===== src/common/stk_config.svh =====
`ifndef STK_CONFIG_SVH
`define STK_CONFIG_SVH

// Number of independent stacks sharing the slot pool
`define STK_ENGS_N 4

// Slot memory organisation
`define STK_BANKS_N 2
`define STK_LINES_N 8

// Stack data word width
`define STK_DAT_W 16

// Command and status field widths
`define STK_OP_W 2
`define STK_ST_W 2

// Opcodes, anything else is rejected
`define STK_OP_PUSH 0
`define STK_OP_POP 1

// Completion status codes
`define STK_ST_OKAY 0
`define STK_ST_ERR_EMPTY 1
`define STK_ST_ERR_FULL 2
`define STK_ST_BAD_OP 3

`endif


===== src/common/stk_pkg.sv =====
`include "stk_config.svh"

package stk_pkg;

  // Engine (stack context) number
  typedef logic [$clog2(`STK_ENGS_N)-1:0] engid_t;

  // Bank and line within bank
  typedef logic [$clog2(`STK_BANKS_N)-1:0] bank_id_t;
  typedef logic [$clog2(`STK_LINES_N)-1:0] line_id_t;

  // Slot pointer, bank in the MSBs and line below
  typedef logic [$bits(bank_id_t)+$bits(line_id_t)-1:0] ptr_t;

  // Stack payload
  typedef logic [`STK_DAT_W-1:0] dat_t;

  // Command and completion codes
  typedef logic [`STK_OP_W-1:0] opcode_t;
  typedef logic [`STK_ST_W-1:0] status_t;

endpackage


===== src/rtl/stk_free_list.sv =====
`timescale 1ns/1ns
`include "stk_config.svh"

module stk_free_list (
    input  logic          i_alloc
  , input  logic          i_free
  , input  stk_pkg::ptr_t i_free_ptr_in
  , output stk_pkg::ptr_t o_free_ptr
  , output logic          o_full
  , input  logic          clk
  , input  logic          i_rst_n
);
  import stk_pkg::*;

  localparam int SLOTS_N = `STK_BANKS_N * `STK_LINES_N;

  // One bit per slot, set while free
  logic [SLOTS_N-1:0] free_r;
  ptr_t               low_ptr;

  // Lowest free slot, scan from the top so the lowest wins
  always_comb begin
    low_ptr = '0;
    for (int s = SLOTS_N - 1; s >= 0; s--) begin
      if (free_r[s])
        low_ptr = ptr_t'(s);
    end
  end

  always_ff @(posedge clk or negedge i_rst_n) begin
    if (!i_rst_n) begin
      free_r <= '1;
    end else begin
      if (i_free)
        free_r[i_free_ptr_in] <= 1'b1;
      // Alloc claims whatever is currently offered
      if (i_alloc)
        free_r[low_ptr] <= 1'b0;
    end
  end

  assign o_free_ptr = low_ptr;
  assign o_full     = ~|free_r;

  a_no_alloc_full: assert property (@(posedge clk) disable iff (!i_rst_n)
    i_alloc |-> !o_full);

  // Returned slot must have been handed out earlier
  a_no_double_free: assert property (@(posedge clk) disable iff (!i_rst_n)
    i_free |-> !free_r[i_free_ptr_in]);

endmodule


===== src/lk/stk_lookup.sv =====
`timescale 1ns/1ns
`include "stk_config.svh"

module stk_lookup (
    input  logic             i_cmd_req
  , input  stk_pkg::engid_t  i_cmd_engid
  , input  stk_pkg::opcode_t i_cmd_opcode
  , input  stk_pkg::dat_t    i_cmd_dat
  , output logic             o_cmd_ack
  // Free pool status
  , input  stk_pkg::ptr_t    i_free_ptr
  , input  logic             i_full
  // Table updates from writeback
  , input  logic             i_head_wen
  , input  logic             i_tail_wen
  , input  stk_pkg::engid_t  i_wr_engid
  , input  stk_pkg::ptr_t    i_head_ptr
  , input  stk_pkg::ptr_t    i_tail_ptr
  , input  logic             i_done
  // Uop towards memory
  , output logic             o_uc_vld
  , output stk_pkg::engid_t  o_uc_engid
  , output stk_pkg::opcode_t o_uc_opcode
  , output stk_pkg::status_t o_uc_status
  , output stk_pkg::dat_t    o_uc_dat
  , output stk_pkg::ptr_t    o_uc_ptr
  , output stk_pkg::ptr_t    o_uc_head
  , output logic             o_uc_was_empty
  , input  logic             clk
  , input  logic             i_rst_n
);
  import stk_pkg::*;

  typedef enum logic [1:0] {ST_IDLE, ST_ISSUE, ST_WAIT, ST_ACK} state_t;

  state_t  state_r;
  state_t  state_nxt;
  logic    ack_r;

  // Command held for the duration of the transaction
  engid_t  cmd_engid_r;
  opcode_t cmd_opcode_r;
  dat_t    cmd_dat_r;

  // Per-engine context
  ptr_t    head_tbl_r [`STK_ENGS_N];
  ptr_t    tail_tbl_r [`STK_ENGS_N];
  logic [`STK_ENGS_N-1:0] empty_r;

  logic    accept;
  logic    issue;
  logic    is_push;
  logic    is_pop;
  logic    eng_empty;
  logic    good_push;
  logic    good_pop;
  ptr_t    cur_head;
  ptr_t    cur_tail;
  status_t status;

  assign accept = (state_r == ST_IDLE) & i_cmd_req;
  assign issue  = (state_r == ST_ISSUE);

  // Handshake FSM
  always_comb begin
    state_nxt = state_r;
    case (state_r)
      ST_IDLE:  if (i_cmd_req) state_nxt = ST_ISSUE;
      ST_ISSUE: state_nxt = ST_WAIT;
      ST_WAIT:  if (i_done) state_nxt = ST_ACK;
      ST_ACK:   if (!i_cmd_req) state_nxt = ST_IDLE;
      default:  state_nxt = ST_IDLE;
    endcase
  end

  always_ff @(posedge clk or negedge i_rst_n) begin
    if (!i_rst_n) begin
      state_r <= ST_IDLE;
      ack_r   <= 1'b0;
    end else begin
      state_r <= state_nxt;
      // Ack rises on writeback completion and falls once req is released
      if ((state_r == ST_WAIT) && i_done)
        ack_r <= 1'b1;
      else if ((state_r == ST_ACK) && !i_cmd_req)
        ack_r <= 1'b0;
    end
  end

  assign o_cmd_ack = ack_r;

  // Capture command on acceptance
  always_ff @(posedge clk) begin
    if (accept) begin
      cmd_engid_r  <= i_cmd_engid;
      cmd_opcode_r <= i_cmd_opcode;
      cmd_dat_r    <= i_cmd_dat;
    end
  end

  // Head and tail tables written back after each good command
  always_ff @(posedge clk or negedge i_rst_n) begin
    if (!i_rst_n) begin
      head_tbl_r <= '{default: '0};
      tail_tbl_r <= '{default: '0};
    end else begin
      if (i_head_wen)
        head_tbl_r[i_wr_engid] <= i_head_ptr;
      if (i_tail_wen)
        tail_tbl_r[i_wr_engid] <= i_tail_ptr;
    end
  end

  // Lookup of addressed engine
  assign cur_head  = head_tbl_r[cmd_engid_r];
  assign cur_tail  = tail_tbl_r[cmd_engid_r];
  assign eng_empty = empty_r[cmd_engid_r];

  assign is_push = (cmd_opcode_r == opcode_t'(`STK_OP_PUSH));
  assign is_pop  = (cmd_opcode_r == opcode_t'(`STK_OP_POP));

  // Status decision
  always_comb begin
    if (is_push)
      status = i_full ? status_t'(`STK_ST_ERR_FULL) : status_t'(`STK_ST_OKAY);
    else if (is_pop)
      status = eng_empty ? status_t'(`STK_ST_ERR_EMPTY) : status_t'(`STK_ST_OKAY);
    else
      status = status_t'(`STK_ST_BAD_OP);
  end

  assign good_push = issue & is_push & ~i_full;
  assign good_pop  = issue & is_pop & ~eng_empty;

  // Empty flag set when a pop removes the bottom entry where head meets tail
  always_ff @(posedge clk or negedge i_rst_n) begin
    if (!i_rst_n)
      empty_r <= '1;
    else if (good_push)
      empty_r[cmd_engid_r] <= 1'b0;
    else if (good_pop && (cur_head == cur_tail))
      empty_r[cmd_engid_r] <= 1'b1;
  end

  // Uop is live for the single ISSUE cycle
  assign o_uc_vld       = issue;
  assign o_uc_engid     = cmd_engid_r;
  assign o_uc_opcode    = cmd_opcode_r;
  assign o_uc_status    = status;
  assign o_uc_dat       = cmd_dat_r;
  assign o_uc_ptr       = i_free_ptr;
  assign o_uc_head      = cur_head;
  assign o_uc_was_empty = eng_empty;

  a_no_ack_idle: assert property (@(posedge clk) disable iff (!i_rst_n)
    (state_r == ST_IDLE) |-> !o_cmd_ack);

endmodule


===== src/mem/stk_mem.sv =====
`timescale 1ns/1ns
`include "stk_config.svh"

module stk_mem (
    input  logic             i_uc_vld
  , input  stk_pkg::engid_t  i_uc_engid
  , input  stk_pkg::opcode_t i_uc_opcode
  , input  stk_pkg::status_t i_uc_status
  , input  stk_pkg::dat_t    i_uc_dat
  , input  stk_pkg::ptr_t    i_uc_ptr
  , input  stk_pkg::ptr_t    i_uc_head
  , input  logic             i_uc_was_empty
  // Uop plus read results towards writeback
  , output logic             o_wb_vld
  , output stk_pkg::engid_t  o_wb_engid
  , output stk_pkg::opcode_t o_wb_opcode
  , output stk_pkg::status_t o_wb_status
  , output stk_pkg::ptr_t    o_wb_ptr
  , output stk_pkg::ptr_t    o_wb_head
  , output logic             o_wb_was_empty
  , output stk_pkg::ptr_t    o_wb_prev
  , output stk_pkg::dat_t    o_wb_dat
  , input  logic             clk
  , input  logic             i_rst_n
);
  import stk_pkg::*;

  logic     ok;
  logic     is_push;
  ptr_t     acc_ptr;
  bank_id_t acc_bank;
  line_id_t acc_line;
  bank_id_t rd_bank_r;
  logic [`STK_BANKS_N-1:0] bank_ce;

  // Registered read data per bank
  ptr_t     prev_q [`STK_BANKS_N];
  dat_t     dat_q  [`STK_BANKS_N];

  // Failed commands touch no memory
  assign ok      = i_uc_vld & (i_uc_status == status_t'(`STK_ST_OKAY));
  assign is_push = (i_uc_opcode == opcode_t'(`STK_OP_PUSH));

  // Push targets the new slot while pop reads the current head
  assign acc_ptr  = is_push ? i_uc_ptr : i_uc_head;
  assign acc_bank = bank_id_t'(acc_ptr >> $bits(line_id_t));
  assign acc_line = line_id_t'(acc_ptr);

  for (genvar b = 0; b < `STK_BANKS_N; b++) begin : g_bank
    ptr_t prev_mem [`STK_LINES_N];
    dat_t dat_mem  [`STK_LINES_N];

    assign bank_ce[b] = ok & (acc_bank == bank_id_t'(b));

    always_ff @(posedge clk) begin
      if (bank_ce[b]) begin
        if (is_push) begin
          // Link new slot down to the old head
          prev_mem[acc_line] <= i_uc_head;
          dat_mem[acc_line]  <= i_uc_dat;
        end else begin
          prev_q[b] <= prev_mem[acc_line];
          dat_q[b]  <= dat_mem[acc_line];
        end
      end
    end
  end

  always_ff @(posedge clk or negedge i_rst_n) begin
    if (!i_rst_n)
      o_wb_vld <= 1'b0;
    else
      o_wb_vld <= i_uc_vld;
  end

  // Uop payload carried alongside the read
  always_ff @(posedge clk) begin
    if (i_uc_vld) begin
      o_wb_engid     <= i_uc_engid;
      o_wb_opcode    <= i_uc_opcode;
      o_wb_status    <= i_uc_status;
      o_wb_ptr       <= i_uc_ptr;
      o_wb_head      <= i_uc_head;
      o_wb_was_empty <= i_uc_was_empty;
      rd_bank_r      <= acc_bank;
    end
  end

  assign o_wb_prev = prev_q[rd_bank_r];
  assign o_wb_dat  = dat_q[rd_bank_r];

  // At most one bank enabled per access
  a_one_bank: assert property (@(posedge clk) disable iff (!i_rst_n)
    $onehot0(bank_ce));

endmodule


===== src/wrbk/stk_wrbk.sv =====
`timescale 1ns/1ns
`include "stk_config.svh"

module stk_wrbk (
    input  logic             i_wb_vld
  , input  stk_pkg::engid_t  i_wb_engid
  , input  stk_pkg::opcode_t i_wb_opcode
  , input  stk_pkg::status_t i_wb_status
  , input  stk_pkg::ptr_t    i_wb_ptr
  , input  stk_pkg::ptr_t    i_wb_head
  , input  logic             i_wb_was_empty
  , input  stk_pkg::ptr_t    i_wb_prev
  , input  stk_pkg::dat_t    i_wb_dat
  // Table updates back to lookup
  , output logic             o_head_wen
  , output logic             o_tail_wen
  , output stk_pkg::engid_t  o_wr_engid
  , output stk_pkg::ptr_t    o_head_ptr
  , output stk_pkg::ptr_t    o_tail_ptr
  // Free pool
  , output logic             o_alloc
  , output logic             o_free
  , output stk_pkg::ptr_t    o_free_ptr_out
  // Response
  , output stk_pkg::status_t o_rsp_status
  , output stk_pkg::dat_t    o_rsp_dat
  , output logic             o_done
  , input  logic             clk
  , input  logic             i_rst_n
);
  import stk_pkg::*;

  logic ok;
  logic push_ok;
  logic pop_ok;

  assign ok      = i_wb_vld & (i_wb_status == status_t'(`STK_ST_OKAY));
  assign push_ok = ok & (i_wb_opcode == opcode_t'(`STK_OP_PUSH));
  assign pop_ok  = ok & (i_wb_opcode == opcode_t'(`STK_OP_POP));

  // New slot becomes head on push, previous link on pop
  assign o_head_wen = push_ok | pop_ok;
  assign o_head_ptr = push_ok ? i_wb_ptr : i_wb_prev;
  assign o_wr_engid = i_wb_engid;

  // Tail only moves when the first entry goes in
  assign o_tail_wen = push_ok & i_wb_was_empty;
  assign o_tail_ptr = i_wb_ptr;

  // Slot accounting
  assign o_alloc        = push_ok;
  assign o_free         = pop_ok;
  assign o_free_ptr_out = i_wb_head;

  // Response holds until the next completion
  always_ff @(posedge clk or negedge i_rst_n) begin
    if (!i_rst_n) begin
      o_rsp_status <= status_t'(`STK_ST_OKAY);
      o_rsp_dat    <= '0;
      o_done       <= 1'b0;
    end else begin
      o_done <= i_wb_vld;
      if (i_wb_vld) begin
        o_rsp_status <= i_wb_status;
        o_rsp_dat    <= pop_ok ? i_wb_dat : '0;
      end
    end
  end

endmodule


===== src/rtl/stk_engine.sv =====
`timescale 1ns/1ns

module stk_engine (
    input  logic             i_cmd_req
  , input  stk_pkg::engid_t  i_cmd_engid
  , input  stk_pkg::opcode_t i_cmd_opcode
  , input  stk_pkg::dat_t    i_cmd_dat
  , output logic             o_cmd_ack
  , output stk_pkg::status_t o_rsp_status
  , output stk_pkg::dat_t    o_rsp_dat
  , input  logic             clk
  , input  logic             i_rst_n
);
  import stk_pkg::*;

  // Lookup to memory uop
  logic    uc_vld;
  engid_t  uc_engid;
  opcode_t uc_opcode;
  status_t uc_status;
  dat_t    uc_dat;
  ptr_t    uc_ptr;
  ptr_t    uc_head;
  logic    uc_was_empty;

  // Memory to writeback uop
  logic    wb_vld;
  engid_t  wb_engid;
  opcode_t wb_opcode;
  status_t wb_status;
  ptr_t    wb_ptr;
  ptr_t    wb_head;
  logic    wb_was_empty;
  ptr_t    wb_prev;
  dat_t    wb_dat;

  // Table update path back into lookup
  logic    head_wen;
  logic    tail_wen;
  engid_t  wr_engid;
  ptr_t    head_ptr;
  ptr_t    tail_ptr;
  logic    done;

  // Free slot pool
  logic    alloc;
  logic    free;
  ptr_t    free_ptr_ret;
  ptr_t    free_ptr;
  logic    full;

  stk_lookup u_lookup (
      .i_cmd_req (i_cmd_req), .i_cmd_engid (i_cmd_engid), .i_cmd_opcode (i_cmd_opcode)
    , .i_cmd_dat (i_cmd_dat), .o_cmd_ack (o_cmd_ack)
    , .i_free_ptr (free_ptr), .i_full (full)
    , .i_head_wen (head_wen), .i_tail_wen (tail_wen), .i_wr_engid (wr_engid)
    , .i_head_ptr (head_ptr), .i_tail_ptr (tail_ptr), .i_done (done)
    , .o_uc_vld (uc_vld), .o_uc_engid (uc_engid), .o_uc_opcode (uc_opcode)
    , .o_uc_status (uc_status), .o_uc_dat (uc_dat), .o_uc_ptr (uc_ptr)
    , .o_uc_head (uc_head), .o_uc_was_empty (uc_was_empty)
    , .clk (clk), .i_rst_n (i_rst_n)
  );

  stk_free_list u_free_list (
      .i_alloc (alloc), .i_free (free), .i_free_ptr_in (free_ptr_ret)
    , .o_free_ptr (free_ptr), .o_full (full)
    , .clk (clk), .i_rst_n (i_rst_n)
  );

  stk_mem u_mem (
      .i_uc_vld (uc_vld), .i_uc_engid (uc_engid), .i_uc_opcode (uc_opcode)
    , .i_uc_status (uc_status), .i_uc_dat (uc_dat), .i_uc_ptr (uc_ptr)
    , .i_uc_head (uc_head), .i_uc_was_empty (uc_was_empty)
    , .o_wb_vld (wb_vld), .o_wb_engid (wb_engid), .o_wb_opcode (wb_opcode)
    , .o_wb_status (wb_status), .o_wb_ptr (wb_ptr), .o_wb_head (wb_head)
    , .o_wb_was_empty (wb_was_empty), .o_wb_prev (wb_prev), .o_wb_dat (wb_dat)
    , .clk (clk), .i_rst_n (i_rst_n)
  );

  stk_wrbk u_wrbk (
      .i_wb_vld (wb_vld), .i_wb_engid (wb_engid), .i_wb_opcode (wb_opcode)
    , .i_wb_status (wb_status), .i_wb_ptr (wb_ptr), .i_wb_head (wb_head)
    , .i_wb_was_empty (wb_was_empty), .i_wb_prev (wb_prev), .i_wb_dat (wb_dat)
    , .o_head_wen (head_wen), .o_tail_wen (tail_wen), .o_wr_engid (wr_engid)
    , .o_head_ptr (head_ptr), .o_tail_ptr (tail_ptr)
    , .o_alloc (alloc), .o_free (free), .o_free_ptr_out (free_ptr_ret)
    , .o_rsp_status (o_rsp_status), .o_rsp_dat (o_rsp_dat), .o_done (done)
    , .clk (clk), .i_rst_n (i_rst_n)
  );

endmodule


===== config.mk =====
export PLATFORM = sky130hd
export DESIGN_NAME = stk_engine
export DESIGN_NICKNAME = d
export VERILOG_FILES = /design/src/common/stk_pkg.sv /design/src/rtl/stk_free_list.sv /design/src/lk/stk_lookup.sv /design/src/mem/stk_mem.sv /design/src/wrbk/stk_wrbk.sv /design/src/rtl/stk_engine.sv
export VERILOG_INCLUDE_DIRS = /design/src /design/src/common
export SDC_FILE = /design/constraint.sdc
export NUM_CORES = 1
export LEC_CHECK = 0
export BUFFER_PORTS_ARGS = -buffer_cell sky130_fd_sc_hd__clkbuf_2
export CAP_MARGIN = 20
export CORE_MARGIN = 2
export CORE_UTILIZATION = 40
export CTS_BUF_LIST = sky130_fd_sc_hd__clkbuf_8
export DETAILED_ROUTE_END_ITERATION = 7
export GPL_ROUTABILITY_DRIVEN = 1
export MAX_ROUTING_LAYER = met4
export SETUP_SLACK_MARGIN = 0.02
export SYNTH_ARGS = -nofsm -noshare
export SYNTH_HDL_FRONTEND = slang
export SYNTH_HIERARCHICAL = 1
export SYNTH_SLANG_ARGS = --single-unit

===== constraint.sdc =====
create_clock -name clk -period 8.3 [get_ports clk]
set_input_delay 2.075 -clock clk [delete_from_list [all_inputs] [get_ports clk]]
set_output_delay 2.075 -clock clk [all_outputs]
set_load 0.01 [all_outputs]

; ---- Word-level counts from Yosys, hierarchy flattened
; Memory sizes are Yosys's and may differ from the RTL's. A register that Yosys moved wholly into a read port is not among the register bits.
; Cells that the tools add are included.
[op_classes]
order_cmp = 9
eq_ne = 9
n_mux = 69
n_bitwise = 23
n_reduce_logical = 19
[ops]
columns = operator, n
row1 = two-way mux 4 bit, 26
row2 = two-way mux 16 bit, 4
row3 = bitwise mux 16 bit, 2
row4 = OR reduction 16 bit, 2
row5 = two-way mux 1 bit, 23
row6 = AND 16 bit, 1
row7 = binary-select mux 4 bit (select 2 bit), 2
row8 = inverter 16 bit, 1
row9 = OR 16 bit, 1
row10 = AND 1 bit, 12
row11 = two-way mux 2 bit, 6
row12 = logical NOT 2 bit, 5
row13 = "< comparator 4 x 5 -> 1 bit, second input constant", 2
row14 = demux 1 bit (select 4 bit), 2
row15 = demux 4 bit (select 2 bit), 1
row16 = ">= comparator 4 x 1 -> 1 bit, second input constant", 2
row17 = one-hot mux 2 bit (4 select lines), 1
row18 = logical AND 1 bit, 7
row19 = "equality test 2 x 1 -> 1 bit, second input constant", 3
row20 = ">= comparator 3 bit, second input constant", 2
row21 = inverter 2 -> 3 bit, 2
row22 = AND 4 bit, 1
row23 = "equality test 2 bit, second input constant", 2
row24 = equality test 4 bit, 1
row25 = 15 further kinds, 18
[totals]
ff_bits = 111
ramBits = 360
inputBits = 23
output_inout_bits = 19
memories = 6
[mem_list]
columns = memory, depth, word_bits, rd, rd_ports_with_merged_regs, wr, line
row1 = u_mem.g_bank[0].dat_mem, 8, 16, 1, 0, 1, stk_mem.sv:51  ; dat_t dat_mem [`STK_LINES_N];
row2 = u_mem.g_bank[1].dat_mem, 8, 16, 1, 0, 1, stk_mem.sv:51
row3 = u_mem.dat_q, 2, 16, 1, 1, 1, stk_mem.sv:38  ; dat_t dat_q [`STK_BANKS_N];
row4 = u_mem.g_bank[0].prev_mem, 8, 4, 1, 0, 1, stk_mem.sv:50  ; ptr_t prev_mem [`STK_LINES_N];
row5 = u_mem.g_bank[1].prev_mem, 8, 4, 1, 0, 1, stk_mem.sv:50
row6 = u_mem.prev_q, 2, 4, 1, 1, 1, stk_mem.sv:37  ; ptr_t prev_q [`STK_BANKS_N];

; ---- Depth between registers and ports, before layout
[logic_depth]
ltp_word = 23
mapped_depth = 13
mapped_depth_nobuf = 9

; ---- By module
; Netlist, hierarchy kept.
[modules_own_cells]
columns = module, n_inst, cells_per_inst, area_per_inst_um2, seq_area_each_um2
row1 = stk_mem, 1, 1055, 15104.5, 11335.9
row2 = stk_lookup, 1, 162, 2607.5, 1581.5
row3 = stk_free_list, 1, 104, 957.2, 420.4
row4 = stk_wrbk, 1, 60, 865.8, 475.5

; ---- Worst setup path before layout
; OpenSTA, ideal clock, no wires.
[synth_timing]
path_kind = reg-to-reg
from = register u_free_list.free_r[3]
to = memory u_mem/g_bank[1].dat_mem[2][0] in the netlist's numbering, enable pin
setup_ps = 397
t_arrival_ps = 3024
t_required_ps = 7903
slack_ps = 4879
stages_incl_launch_ff = 11
path_cell_list = dfstp_2 > clkbuf_1 > o31ai_1 > and2_1 > buf_4 > inv_2 > buf_4 > nor4b_1 > a31oi_4 > clkbuf_1 > nor2_1
[synth_rtl]
columns = element, line
row1 = "start, declared", stk_free_list.sv:18  ; logic [SLOTS_N-1:0] free_r;
row2 = "start signal, assigned", stk_free_list.sv:32  ; free_r <= '1;
row3 = "start signal, assigned by index", stk_free_list.sv:35  ; free_r[i_free_ptr_in] <= 1'b1;
row4 = "start signal, assigned by index", stk_free_list.sv:38  ; free_r[low_ptr] <= 1'b0;
row5 = two-way mux 4 bit (4 in a row), stk_free_list.sv:25  ; if (free_r[s])
row6 = via free_ptr[1], stk_engine.sv:49  ; ptr_t free_ptr;
row7 = two-way mux 4 bit, stk_mem.sv:45  ; assign acc_ptr = is_push ? i_uc_ptr : i_uc_head;
row8 = "end, declared", stk_mem.sv:51
; The timed path passes the listed nets, and every way through them passes these cells.

; ---- Worst setup path in the final report
[layout_timing]
from = register u_free_list.free_r[13]
to = memory u_mem/g_bank[0].dat_mem[1][1] in the netlist's numbering, enable pin
[layout_rtl]
columns = element, line
row1 = two-way mux 4 bit (14 in a row), stk_free_list.sv:25
row2 = via free_ptr[1], stk_engine.sv:49
row3 = two-way mux 4 bit, stk_mem.sv:45
row4 = "end, declared", stk_mem.sv:51
; The timed path passes the listed nets, and every way through them passes these cells.

==> flow_metrics.tcl <==
set metrics [dict create \
    p_per_area_nw_per_um2 324 \
    ys_top_cells_by_area "edfxtp_1 61%, dfrtp_1 7.0%, a21oi_1 4.6%" \
    synthTopCellsByCount "396 x edfxtp_1, 178 x a21oi_1, 162 x o21ai_0, 152 x nand3_1, 60 x mux2_2" \
    drt_iter0_drc 1426 \
    clock_latency_ns 0.64 \
    hold_viol 0 \
    hold_buffers 0 \
    rsz0062_at_grt "false" \
    setup_slack_ns 4.21 \
    antenna_found_initial 1 \
    setup_tns_ns 0 \
    ant_nets 0 \
    ios 42 \
    num_vias 12200 \
    p_comb_share_pct 29.3 \
    synth_top_area_share_pct 60.9 \
    max_freq_mhz 244 \
    core_area_um2 47900 \
    cp.required_ns 8.61 \
    die_h_um 225 \
    clkSlewWorstSetupHoldPaths_ns 0.06 \
    finalClockSkew_ns 0.0317 \
    drc 0 \
    synth_flop_cell "edfxtp_1" \
    drv_slew 0 \
    place_ws_ns 4.21 \
    synthDistinctLibCells 64 \
    status "finished clean" \
    crit_type "flip-flop to flip-flop" \
    netlist_instances 1381 \
    wl_per_cell_um 23.6 \
    drt-pass1-iter-count 5 \
    finalSetupViolations 0 \
    cts_buffers 76 \
    cts_tree "yes" \
    syn_area_um2 19500 \
    layout-drive-gt1-share_pct 21.1 \
    switching_share_pct 35.2 \
    clock-sinks 472 \
    post-synth-top-count-cell "edfxtp_1" \
    power_mw 6.97 \
    async_flop_share_pct 15.9 \
    fin_crit_sh_pct 49.3 \
    grt_pass1_vias 12000 \
    syn_area_per_cell_um2 14.1 \
    vias_per_cell 5.83 \
    ir_worst_vdd_mv 0.206 \
    p_int_mw 4.52 \
    grt_pass1_wl_um 74900 \
    io_buffers 41 \
    fin_cells 2088 \
    slew_headroom_pct 32.2 \
    die_x_um 225 \
    area_delta_synth_final_pct 10.2 \
    stdcell_area_um2 21500 \
    hpwlAfterDp_um 25100 \
    clock_power_share_pct 25.3 \
    cp_max_fo 44 \
    crit_path_end_kind "flip-flop" \
    finalWirelength_um 49400 \
    hold_path_class "flip-flop to flip-flop" \
    grt_overflow 0 \
    nets 1447 \
    seqPwrFrac_pct 45.4 \
    yosys_warnings 6 \
    ys_ff_latch 472 \
    startpoint_type "flip-flop" \
    synth-seq-area-share_pct 70.7 \
    syn_nets 1408 \
    cts.htree.levels 3 \
    synthDominantAreaCellType "edfxtp_1" \
    clockBufferDepth 3 \
    gp_congestion 0.908 \
    postCtsSetupBuffers 0 \
    drv_cap 0 \
    clockRootBuffer "clkbuf_8" \
    die_area_um2 50600 \
    period_minus_slack_ns 4.09 \
    place_inst 1955 \
    worstPathArrival_ns 4.41 \
    num_rows 80 \
    worst_pin_slew_ns 1.02 \
    synth_edf_count 396 \
    leakage_nw 7.64 \
    post_dp_cell_area_um2 20200 \
    grtUsageTotal_pct 20.3 \
    grt_max_degree 86 \
    start_util_pct 40.7 \
    cts_resized 0 \
    p_switching_mw 2.45 \
]
power by group through the flow:
stage	sequential [mW]	combinational, mW	clock (mW)
after detailed placement	3.21	2.01	0
final	3.17	2.04	1.76
after CTS	3.17	2.03	1.81
after floorplan	3.09	1.58	0
after global placement	3.20	1.98	0
after global routing	3.20	2.24	1.92
placed cells by master (no fill, tap or decap), types with 6 or more instances in the layout:
| cell | n |
|---|---|
| o21ai_0 | 162 |
| dfstp_2 | 20 |
| mux2_2 | 60 |
| a21oi_1 | 178 |
| a31oi_1 | 17 |
| mux4_1 | 7 |
| nor2_2 | 19 |
| edfxtp_1 | 396 |
| nor2_1 | 15 |
| nand2_1 | 14 |
| nand3b_1 | 6 |
| clkbuf_8 | 78 |
| dfrtp_1 | 55 |
| nand3_2 | 20 |
| or4_1 | 40 |
| inv_1 | 38 |
| a22o_2 | 9 |
| nand3_1 | 152 |
| buf_4 | 33 |
| clkinv_1 | 18 |
| a22o_1 | 8 |
| nor3b_1 | 7 |
| clkbuf_2 | 41 |
registers in the layout (all words and copies together), names as in the netlist, 4 cells and up, named ones only:
signal	cells
u_mem/g_bank.prev_mem	64
u_lookup/tail_tbl_r	16
u_lookup/head_tbl_r	16
u_wrbk/o_rsp_dat	16
u_mem/o_wb_ptr	4
u_free_list/free_r	16
u_mem/prev_q	8
u_mem/dat_q	32
u_lookup/o_uc_dat	16
u_mem/g_bank.dat_mem	256
u_mem/o_wb_head	4
cells by family (layout without fill, tap and decap cells):
logic type	after synthesis	in the layout	synth area share, %
flip-flops	472	472	70.7
AO/OA/AOI/OAI	395	395	11.2
AND/OR/NAND/NOR	310	310	9.54
buffers and inverters	126	217	3.47
multiplexers	70	70	4.68
adder cells (fa/ha/maj)	4	4	0.256
XOR/XNOR	4	4	0.179
other	0	1	0
path summary, 6_finish.rpt:
| path | startpoint | endpoint | slack, ns | depth (start not counted) |
|---|---|---|---|---|
| max | u_free_list/free_r[13]$_DFF_PN1_ | u_mem/g_bank[0].dat_mem[1][1]$_DFFE_PP_ | 4.21 | 9 |
| min | flip-flop | flip-flop | 0.46 | 2 |
| max reg2reg | u_free_list/free_r[13]$_DFF_PN1_ | u_mem/g_bank[0].dat_mem[1][1]$_DFFE_PP_ | 4.21 | 9 |
| min reg2reg | flip-flop | flip-flop | 0.46 | 2 |
| max in group asynchronous | i_rst_n | u_wrbk/o_rsp_dat[1]$_DFFE_PN0P_ | 6.05 | 1 |
| min in group asynchronous | i_rst_n | u_lookup/state_r[0]$_DFFE_PN0P_ | 1.58 | 1 |
per-stage QoR:
step | util [%] | hold WS [ns]
6_report | 44.9 | 0.461
3_5_place_dp | 42.1 | 0.456
3_3_place_gp | 42.1 | 0.453
4_1_cts | 44.8 | 0.465
2_1_floorplan | - | 0.424
5_1_grt | 44.9 | 0.487
routing by layer:
layer	vias up	GRT usage, %	routed length [µm]
li1	5413	-	-
met4	0	5.96	1150
met3	92	4.19	3630
met2	471	30.1	22900
met1	6193	28.3	21700
met5	-	-	0
worst max-delay path, cell delays in order (launching register included):
cell and delay (ns):
dfstp_2 0.57, nor3_1 0.07, o311ai_0 0.41, and2_1 0.41
inv_2 0.18, nor4_1 0.46, a31oi_4 0.04, buf_4 0.37
nor2_2 0.87, buf_4 0.38
final cells by class:
type                    count  area, µm²
multi-input cells         783       5120
well taps                 615        769
clock buffers              78       1070
fillers                  4274      26400
clock inverters            52        220
flip-flops and latches    472      13800
diodes                      1       2.50
inverters                  12       45.0
repair buffers             75        480
(Power assumes the default switching activity.)
